===== config.mk =====
export PLATFORM = sky130hd
export DESIGN_NAME = mipi_rx
export DESIGN_NICKNAME = d
export VERILOG_FILES = /design/src/source/csi_pkg.sv /design/src/source/rx_pkg.sv /design/src/source/rx_if.sv /design/src/source/lane_aligner.sv /design/src/source/lane_merger.sv /design/src/source/header_decoder.sv /design/src/source/payload_crc.sv /design/src/source/packet_fsm.sv /design/src/source/mipi_rx.sv
export SDC_FILE = /design/constraint.sdc
export NUM_CORES = 1
export LEC_CHECK = 0
export BUFFER_PORTS_ARGS = -buffer_cell sky130_fd_sc_hd__buf_2
export CAP_MARGIN = 20
export CORE_MARGIN = 5
export CORE_UTILIZATION = 60
export CTS_BUF_LIST = sky130_fd_sc_hd__clkbuf_4 sky130_fd_sc_hd__clkbuf_8
export CTS_CLUSTER_SIZE = 12
export DETAILED_ROUTE_END_ITERATION = 10
export PLACE_DENSITY_LB_ADDON = 0.08
export REMOVE_ABC_BUFFERS = 1
export SLEW_MARGIN = 10
export SYNTH_ARGS = -nofsm -noshare
export SYNTH_HDL_FRONTEND = slang
export SYNTH_HIERARCHICAL = 1
export SYNTH_SLANG_ARGS = --single-unit
export TNS_END_PERCENT = 100

===== constraint.sdc =====
create_clock -name mipi_clk_2 -period 3.65 [get_ports mipi_clk_2]
set_input_delay 0.1825 -clock mipi_clk_2 [delete_from_list [all_inputs] [get_ports mipi_clk_2]]
set_output_delay 0.1825 -clock mipi_clk_2 [all_outputs]
set_load 0.01 [all_outputs]

===== src/source/csi_pkg.sv =====
package csi_pkg;

	////////////////////////////////////////
	// vector types of the protocol
	////////////////////////////////////////

	typedef logic [7:0]  byte_t;         // one lane byte
	typedef logic [31:0] word_t;         // two lanes merged
	typedef logic [5:0]  data_type_t;    // vc bits are not kept
	typedef logic [15:0] word_count_t;   // payload length in bytes
	typedef logic [7:0]  ecc_t;          // bits 7:6 always zero
	typedef logic [15:0] crc_t;

	////////////////////////////////////////
	// framing
	////////////////////////////////////////

	// leader byte sent on every lane before the header
	localparam byte_t sync_byte = 8'hB8;

	localparam data_type_t dt_frame_start = 6'h00;
	localparam data_type_t dt_frame_end   = 6'h01;
	localparam data_type_t dt_long_min    = 6'h10;  // long packets from here up

	////////////////////////////////////////
	// header ecc
	////////////////////////////////////////

	// parity mask per ecc bit over header bits 23:0
	// the column of bit i in these masks is the syndrome of a flip of bit i
	localparam logic [23:0] ecc_mask [6] = '{
		24'hF12CB7,   // ecc[0]
		24'hF2555B,   // ecc[1]
		24'h749A6D,   // ecc[2]
		24'hB8E38E,   // ecc[3]
		24'hDF03F0,   // ecc[4]
		24'hEFFC00    // ecc[5]
	};

	////////////////////////////////////////
	// payload crc
	////////////////////////////////////////

	// x^16 + x^12 + x^5 + 1 in reflected form
	localparam crc_t crc_poly = 16'h8408;
	localparam crc_t crc_seed = 16'hFFFF;

endpackage


===== src/source/rx_pkg.sv =====
package rx_pkg;

	////////////////////////////////////////
	// receiver internals
	////////////////////////////////////////

	// deserialized lane input per clock
	typedef logic [3:0] nibble_t;   // bit 0 arrived first

	typedef enum logic {
		hunt,
		locked
	} align_state_t;

	typedef enum logic [1:0] {
		header,     // waiting for the first word after lock
		wait_hdr,   // decoder busy
		payload,
		crc
	} pkt_state_t;

	// ram write address width unless the top level says otherwise
	localparam int addr_w_default = 16;

endpackage


===== src/source/rx_if.sv =====
`timescale 1ns/100ps

// byte stream of one lane
interface lane_byte_if;
	csi_pkg::byte_t data;
	logic           strobe;   // one cycle per new byte
	logic           locked;   // level while aligned
	logic           rehunt;   // pulse from packet control

	modport aligner (output data, strobe, locked, input rehunt);
	modport merger  (input data, strobe, locked);
	modport control (output rehunt);
endinterface

// merged 32-bit words
interface word_if;
	csi_pkg::word_t word;
	logic           valid;    // one cycle per word
	logic           first;    // first word after both lanes lock

	modport merger   (output word, valid, first);
	modport consumer (input word, valid, first);
	modport monitor  (input word, valid);
endinterface

// header decode request and result
interface hdr_if;
	logic                    take;
	logic                    done;
	csi_pkg::data_type_t     data_type;
	csi_pkg::word_count_t    word_count;
	logic                    corrected;
	logic                    bad;

	modport decoder (input take, output done, data_type, word_count, corrected, bad);
	modport control (output take, input done, data_type, word_count, corrected, bad);
endinterface


===== src/source/lane_aligner.sv =====
`timescale 1ns/100ps

module lane_aligner (
	input  logic            mipi_clk_2,
	input  logic            reset,
	input  rx_pkg::nibble_t nib_i,
	lane_byte_if.aligner    lane
);

	logic [15:0]          shift_q;      // oldest bit in bit 0
	rx_pkg::align_state_t state_q;
	logic [2:0]           offset_q;     // byte boundary inside the window
	logic                 phase_q;      // high on cutting cycles
	logic                 hit;
	logic [2:0]           hit_offset;
	csi_pkg::byte_t       window;

	always_ff @(posedge mipi_clk_2) begin
		shift_q <= {nib_i, shift_q[15:4]};
	end

	// look for the sync byte at all eight offsets, lowest wins
	always_comb begin
		hit = 1'b0;
		hit_offset = '0;
		for (int i = 7; i >= 0; i--) begin
			if (shift_q[i +: 8] == csi_pkg::sync_byte) begin
				hit = 1'b1;
				hit_offset = 3'(i);
			end
		end
	end

	assign window = shift_q[offset_q +: 8];
	assign lane.locked = (state_q == rx_pkg::locked);

	always_ff @(posedge mipi_clk_2) begin
		if (reset || lane.rehunt) begin
			state_q <= rx_pkg::hunt;
			offset_q <= '0;
			phase_q <= 1'b0;
			lane.strobe <= 1'b0;
		end else begin
			lane.strobe <= 1'b0;
			case (state_q)
				rx_pkg::hunt: begin
					if (hit) begin
						state_q <= rx_pkg::locked;
						offset_q <= hit_offset;
						phase_q <= 1'b0;   // sync byte itself is skipped
					end
				end
				rx_pkg::locked: begin
					phase_q <= ~phase_q;
					lane.strobe <= phase_q;
				end
			endcase
		end
	end

	always_ff @(posedge mipi_clk_2) begin
		if (lane.locked && phase_q) begin
			lane.data <= window;
		end
	end

endmodule


===== src/source/lane_merger.sv =====
`timescale 1ns/100ps

module lane_merger (
	input  logic         mipi_clk_2,
	input  logic         reset,
	lane_byte_if.merger  lane0,
	lane_byte_if.merger  lane1,
	word_if.merger       words
);

	logic [1:0]     cnt0, cnt1;      // bytes held per lane
	csi_pkg::byte_t b0, b1, b2, b3;
	logic           both_locked;
	logic           done0, done1;    // lane has both of its bytes
	logic           first_pend;

	assign both_locked = lane0.locked && lane1.locked;
	assign done0 = (cnt0 == 2'd2) || (cnt0 == 2'd1 && lane0.strobe);
	assign done1 = (cnt1 == 2'd2) || (cnt1 == 2'd1 && lane1.strobe);

	always_ff @(posedge mipi_clk_2) begin
		if (reset || !both_locked) begin
			cnt0 <= '0;
			cnt1 <= '0;
			words.valid <= 1'b0;
			words.first <= 1'b0;
			first_pend <= 1'b1;
		end else begin
			words.valid <= done0 && done1;
			words.first <= done0 && done1 && first_pend;
			if (done0 && done1) begin
				cnt0 <= '0;
				cnt1 <= '0;
				first_pend <= 1'b0;
			end else begin
				if (lane0.strobe) cnt0 <= cnt0 + 2'd1;
				if (lane1.strobe) cnt1 <= cnt1 + 2'd1;
			end
		end
	end

	// lane 0 gives bytes 0 and 2, lane 1 gives bytes 1 and 3
	always_ff @(posedge mipi_clk_2) begin
		if (lane0.strobe) begin
			if (cnt0 == 2'd0) b0 <= lane0.data;
			else b2 <= lane0.data;
		end
		if (lane1.strobe) begin
			if (cnt1 == 2'd0) b1 <= lane1.data;
			else b3 <= lane1.data;
		end
		if (done0 && done1) begin
			words.word <= {lane1.strobe ? lane1.data : b3,
				lane0.strobe ? lane0.data : b2, b1, b0};
		end
	end

endmodule


===== src/source/header_decoder.sv =====
`timescale 1ns/100ps

module header_decoder (
	input  logic     mipi_clk_2,
	input  logic     reset,
	word_if.monitor  words,
	hdr_if.decoder   hdr
);

	csi_pkg::ecc_t ecc;
	csi_pkg::ecc_t syndrome;
	logic [23:0]   flip;        // one-hot data bit to correct
	logic [23:0]   fixed;
	logic          ecc_byte_err;
	logic          is_fixed;
	logic          is_bad;

	// syndrome that a flip of data bit i leaves behind
	function automatic csi_pkg::ecc_t bit_syndrome(input int i);
		csi_pkg::ecc_t s;
		s = '0;
		for (int b = 0; b < 6; b++) begin
			s[b] = csi_pkg::ecc_mask[b][i];
		end
		return s;
	endfunction

	////////////////////////////////////////
	// ecc and syndrome
	always_comb begin
		ecc = '0;
		for (int b = 0; b < 6; b++) begin
			ecc[b] = ^(words.word[23:0] & csi_pkg::ecc_mask[b]);
		end
	end

	assign syndrome = ecc ^ words.word[31:24];

	always_comb begin
		for (int i = 0; i < 24; i++) begin
			flip[i] = (syndrome == bit_syndrome(i));
		end
	end

	assign fixed = words.word[23:0] ^ flip;
	// a lone syndrome bit means the ecc byte took the hit
	assign ecc_byte_err = (syndrome != '0) && ((syndrome & (syndrome - 8'd1)) == '0);
	assign is_fixed = (|flip) || ecc_byte_err;
	assign is_bad = (syndrome != '0) && !is_fixed;

	////////////////////////////////////////
	// result register
	always_ff @(posedge mipi_clk_2) begin
		if (reset) hdr.done <= 1'b0;
		else hdr.done <= hdr.take;
	end

	always_ff @(posedge mipi_clk_2) begin
		if (hdr.take) begin
			hdr.data_type <= fixed[5:0];
			hdr.word_count <= fixed[23:8];
			hdr.corrected <= is_fixed;
			hdr.bad <= is_bad;
		end
	end

endmodule


===== src/source/payload_crc.sv =====
`timescale 1ns/100ps

module payload_crc (
	input  logic          mipi_clk_2,
	input  logic          reset,
	word_if.monitor       words,
	input  logic          clear_i,
	input  logic          accumulate_i,
	output csi_pkg::crc_t crc_o
);

	csi_pkg::crc_t crc_next;

	// one byte through the reflected register, lsb first
	function automatic csi_pkg::crc_t fold_byte(input csi_pkg::crc_t c,
		input csi_pkg::byte_t d);
		csi_pkg::crc_t r;
		r = c ^ {8'h00, d};
		for (int k = 0; k < 8; k++) begin
			r = r[0] ? ((r >> 1) ^ csi_pkg::crc_poly) : (r >> 1);
		end
		return r;
	endfunction

	always_comb begin
		crc_next = crc_o;
		for (int n = 0; n < 4; n++) begin
			crc_next = fold_byte(crc_next, words.word[8*n +: 8]);  // byte 0 first
		end
	end

	always_ff @(posedge mipi_clk_2) begin
		if (reset || clear_i) begin
			crc_o <= csi_pkg::crc_seed;
		end else if (accumulate_i && words.valid) begin
			crc_o <= crc_next;
		end
	end

endmodule


===== src/source/packet_fsm.sv =====
`timescale 1ns/100ps

module packet_fsm #(
	parameter int addr_w = rx_pkg::addr_w_default
) (
	input  logic                mipi_clk_2,
	input  logic                reset,
	word_if.consumer            words,
	hdr_if.control              hdr,
	lane_byte_if.control        lane0,
	lane_byte_if.control        lane1,
	input  csi_pkg::crc_t       crc_i,
	output logic                crc_clear_o,
	output logic                crc_accumulate_o,
	output logic                wr_en_o,
	output logic [addr_w-1:0]   wr_addr_o,
	output csi_pkg::word_t      wr_data_o,
	output logic [15:0]         line_o,
	output logic                frame_start_o,
	output logic                frame_end_o,
	output logic                pkt_done_o,
	output logic                crc_ok_o,
	output logic                ecc_err_o,
	output logic                hdr_fixed_o
);

	rx_pkg::pkt_state_t state_q;
	logic [13:0]        words_left;   // payload words still to come
	logic [addr_w-1:0]  addr_q;
	logic               rehunt_q;

	assign hdr.take = (state_q == rx_pkg::header) && words.valid && words.first;
	assign wr_en_o = (state_q == rx_pkg::payload) && words.valid;
	assign wr_addr_o = addr_q;
	assign wr_data_o = words.word;
	assign crc_accumulate_o = wr_en_o;
	assign crc_clear_o = (state_q == rx_pkg::wait_hdr) && hdr.done;
	assign lane0.rehunt = rehunt_q;   // both lanes back to sync hunt
	assign lane1.rehunt = rehunt_q;

	always_ff @(posedge mipi_clk_2) begin
		if (reset) begin
			state_q <= rx_pkg::header;
			words_left <= '0;
			addr_q <= '0;
			line_o <= '0;
			rehunt_q <= 1'b0;
			frame_start_o <= 1'b0;
			frame_end_o <= 1'b0;
			pkt_done_o <= 1'b0;
			crc_ok_o <= 1'b0;
			ecc_err_o <= 1'b0;
			hdr_fixed_o <= 1'b0;
		end else begin
			rehunt_q <= 1'b0;
			frame_start_o <= 1'b0;
			frame_end_o <= 1'b0;
			pkt_done_o <= 1'b0;
			crc_ok_o <= 1'b0;
			ecc_err_o <= 1'b0;
			hdr_fixed_o <= 1'b0;
			case (state_q)
				rx_pkg::header: begin
					if (hdr.take) state_q <= rx_pkg::wait_hdr;
				end
				rx_pkg::wait_hdr: begin
					if (hdr.done) begin
						hdr_fixed_o <= hdr.corrected && !hdr.bad;
						if (hdr.bad) begin
							ecc_err_o <= 1'b1;
							rehunt_q <= 1'b1;
							state_q <= rx_pkg::header;
						end else if (hdr.data_type >= csi_pkg::dt_long_min) begin
							words_left <= hdr.word_count[15:2];
							state_q <= (hdr.word_count[15:2] == '0) ? rx_pkg::crc : rx_pkg::payload;
						end else begin
							// short packet
							frame_start_o <= (hdr.data_type == csi_pkg::dt_frame_start);
							frame_end_o <= (hdr.data_type == csi_pkg::dt_frame_end);
							if (hdr.data_type == csi_pkg::dt_frame_start) begin
								addr_q <= '0;
								line_o <= '0;
							end
							rehunt_q <= 1'b1;
							state_q <= rx_pkg::header;
						end
					end
				end
				rx_pkg::payload: begin
					if (words.valid) begin
						addr_q <= addr_q + 1'b1;   // wraps at the ram size
						words_left <= words_left - 14'd1;
						if (words_left == 14'd1) state_q <= rx_pkg::crc;
					end
				end
				rx_pkg::crc: begin
					if (words.valid) begin
						pkt_done_o <= 1'b1;
						crc_ok_o <= (crc_i == words.word[15:0]);   // upper half is filler
						line_o <= line_o + 16'd1;
						rehunt_q <= 1'b1;
						state_q <= rx_pkg::header;
					end
				end
			endcase
		end
	end

endmodule


===== src/source/mipi_rx.sv =====
`timescale 1ns/100ps

module mipi_rx #(
	parameter int addr_w = rx_pkg::addr_w_default
) (
	input  logic              mipi_clk_2,
	input  logic              reset,
	input  rx_pkg::nibble_t   lane0_nib_i,
	input  rx_pkg::nibble_t   lane1_nib_i,
	output logic              wr_en_o,
	output logic [addr_w-1:0] wr_addr_o,
	output csi_pkg::word_t    wr_data_o,
	output logic [15:0]       line_o,
	output logic              frame_start_o,
	output logic              frame_end_o,
	output logic              pkt_done_o,
	output logic              crc_ok_o,
	output logic              ecc_err_o,
	output logic              hdr_fixed_o
);

	lane_byte_if lane0_bus ();
	lane_byte_if lane1_bus ();
	word_if      word_bus ();
	hdr_if       hdr_bus ();

	csi_pkg::crc_t crc;
	logic          crc_clear;
	logic          crc_accumulate;

	////////////////////////////////////////
	// lanes to words
	lane_aligner lane_aligner0 (.mipi_clk_2, .reset, .nib_i(lane0_nib_i), .lane(lane0_bus));
	lane_aligner lane_aligner1 (.mipi_clk_2, .reset, .nib_i(lane1_nib_i), .lane(lane1_bus));

	lane_merger lane_merger_inst (.mipi_clk_2, .reset, .lane0(lane0_bus), .lane1(lane1_bus),
		.words(word_bus));

	////////////////////////////////////////
	// packet level
	header_decoder header_decoder_inst (.mipi_clk_2, .reset, .words(word_bus), .hdr(hdr_bus));

	payload_crc payload_crc_inst (.mipi_clk_2, .reset, .words(word_bus), .clear_i(crc_clear),
		.accumulate_i(crc_accumulate), .crc_o(crc));

	packet_fsm #(.addr_w(addr_w)) packet_fsm_inst (
		.mipi_clk_2, .reset,
		.words(word_bus), .hdr(hdr_bus), .lane0(lane0_bus), .lane1(lane1_bus),
		.crc_i(crc), .crc_clear_o(crc_clear), .crc_accumulate_o(crc_accumulate),
		.wr_en_o, .wr_addr_o, .wr_data_o, .line_o,
		.frame_start_o, .frame_end_o, .pkt_done_o, .crc_ok_o, .ecc_err_o, .hdr_fixed_o
	);

endmodule


==> flow_metrics.tcl <==
set metrics [dict create \
    postCtsSetupBuffers 0 \
    crit_chain "xnor2_1, xnor3_1, xor2_1, nand3_2, a21o_1, o311ai_0, o31ai_1, nand4_1, nor2_1" \
    route.detailed.drc 0 \
    io_pins 81 \
    tightestPinTransition_ns 0.945 \
    wl_um 27000 \
    drt-initial-drc-count 430 \
    viasPerCell 5.76 \
    finalMaxSlewViolations 0 \
    diodes 0 \
    place_congestion 0.890 \
    drive_above_1_share_pct 19.5 \
    rsz0062_at_grt "false" \
    fmax_mhz 311 \
    coreArea_sq_um 20300 \
    whs_ns 0.188 \
    grt_pass1_vias 8438 \
    ys_warn_count 6 \
    power_density_nw_per_um2 373 \
    fp.dieW_um 154 \
    start_kind "flop" \
    cp_slowest_cell "edfxtp_1" \
    cts.path.max_buffers 3 \
    final_hold_viol_count 0 \
    status "finished, final reports clean" \
    pwr-share-seq_pct 52.8 \
    swShare_pct 22.1 \
    critPathMaxStageDelay_ns 0.56 \
    clock_skew_ns 0.0504 \
    cp.arrival_ns 3.50 \
    overflow 0 \
    netlist_instances 1133 \
    cts.sinks 225 \
    grt_start_max_net_pins 37 \
    fin_nets 1214 \
    io_buffers 80 \
    hold_path.class "input pin to flop" \
    p_int_uw 3950 \
    ant_nets 0 \
    antenna_found_initial 0 \
    grt_util_all_layers_pct 22.6 \
    dpl.hpwl_um 19400 \
    cts_tree "yes" \
    regArea_sq_um 5530 \
    multi_input_area_sq_um 6320 \
    p_total_uw 5070 \
    drt_first_pass_iters 5 \
    area_growth_pct 9.50 \
    power.switching_uw 1120 \
    initial_utilization_pct 61.2 \
    clk_latency_ns 0.55 \
    routedWlPerCell_um 18.1 \
    p_comb_share_pct 2.2 \
    fp.dieArea_sq_um 23700 \
    netlist_area_sq_um 12400 \
    fin_tns_setup_ns 0 \
    crit_type "flop to flop" \
    critPathCaptureType "flop" \
    power.ir.vdd_worst_mv 0.338 \
    cap_viol_max_count 0 \
    root_buffer "clkbuf_8" \
    grt_pass1_wl_um 44100 \
    clkSlewWorstSetupHoldPaths_ns 0.06 \
    die_h_um 154 \
    p_leak_uw 0.00521 \
    setup_viol 0 \
    critical_path.max_fanout 8 \
    clock_power_share_pct 45.0 \
    row_count 52 \
    num_vias 8616 \
    synth.avg_cell_area_sq_um 11.0 \
    finalCriticalPeriod_ns 3.21 \
    cts_buffers 40 \
    slew_headroom_pct 37.0 \
    cp.required_ns 3.94 \
    fin_crit_sh_pct 88.0 \
    h-tree-depth 2 \
    fill_cells 1636 \
]
[through the flow]
step | worst slack [ns] | utilization [%] | instances | instance area [sq um]
after floorplan | 0.809 | - | 1057 | 11900
after global placement | 0.478 | 62.7 | 1413 | 12700
after detailed placement | 0.508 | 62.7 | 1413 | 12700
after CTS | 0.458 | 66.9 | 1494 | 13600
after global routing | 0.263 | 67.0 | 1495 | 13600
final | 0.439 | 67.0 | 1495 | 13600
[power groups by stage]
stage	registers [uW]	logic [uW]	clock network, uW
3_5_place_dp	2730	107	0
4_1_cts	2670	114	2350
3_3_place_gp	2730	105	0
2_1_floorplan	2710	80.4	0
6_report	2670	114	2280
5_1_grt	2680	129	2470
[layout make-up]
| cell class | count | share of cell area, % |
|---|---|---|
| multi-input cells | 807 | 46.5 |
| flip-flops and latches | 225 | 40.6 |
| clock buffers | 52 | 4.76 |
| repair buffers | 95 | 3.92 |
| well taps | 270 | 2.48 |
| clock inverters | 21 | 1.05 |
| inverters | 25 | 0.690 |
[layer usage]
metal	vias to the layer above	GRT usage, %	part of all wire, %
met3	47	3.46	5.3
met2	237	38.0	48
met5	-	0	0
li1	4216	-	-
met4	0	6.73	2.4
met1	4116	30.4	44
[flip-flops by register name, summed over array words and instances, names as in the netlist, 6 cells and up, named ones only]
signal and cells:
packet_fsm_inst/words_left 14, header_decoder_inst/hdr.data_type 6, lane_merger_inst/b0 8, lane_merger_inst/words.word 32
lane_aligner0/shift_q 16, packet_fsm_inst/wr_addr_o 16, lane_merger_inst/b3 8, header_decoder_inst/hdr.word_count 14
payload_crc_inst/crc_o 16, lane_aligner1/lane.data 8, packet_fsm_inst/line_o 16, lane_merger_inst/b2 8
lane_merger_inst/b1 8, lane_aligner1/shift_q 16, lane_aligner0/lane.data 8
[final timing paths]
path	startpoint	end	slack, ns	cells after the start
max	lane_merger_inst/words.word[21]$_DFFE_PP_	header_decoder_inst/hdr.bad$_DFFE_PP_	0.44	9
max reg2reg	lane_merger_inst/words.word[21]$_DFFE_PP_	header_decoder_inst/hdr.bad$_DFFE_PP_	0.44	9
min	reset	header_decoder_inst/hdr.done$_SDFF_PP0_	0.19	2
min reg2reg	lane_aligner0/shift_q[15]$_DFF_P_	lane_aligner0/shift_q[11]$_DFF_P_	0.32	0
[cell usage in the layout, fill, tap and decap left out, drive strengths merged, types with 35 or more instances in the layout]
cell type,count
o21ai,46
a21oi,56
edfxtp,102
dfxtp,123
xor2,53
buf,87
nor3,35
nand2,88
nor2,57
mux2i,40
xnor2,104
clkbuf,52
[repair_timing]
action	CTS	global route
resized for setup	0	0
hold buffers	8	0
hold endpoints to repair	8	0
[worst max-delay path: cells and delay by family, from the launching register on]
family	cells	cell delay (ns)
flip-flops	1	0.56
XOR/XNOR	3	1.20
AO/OA/AOI/OAI	3	0.85
AND/OR/NAND/NOR	3	0.33
(Power assumes the default switching activity.)
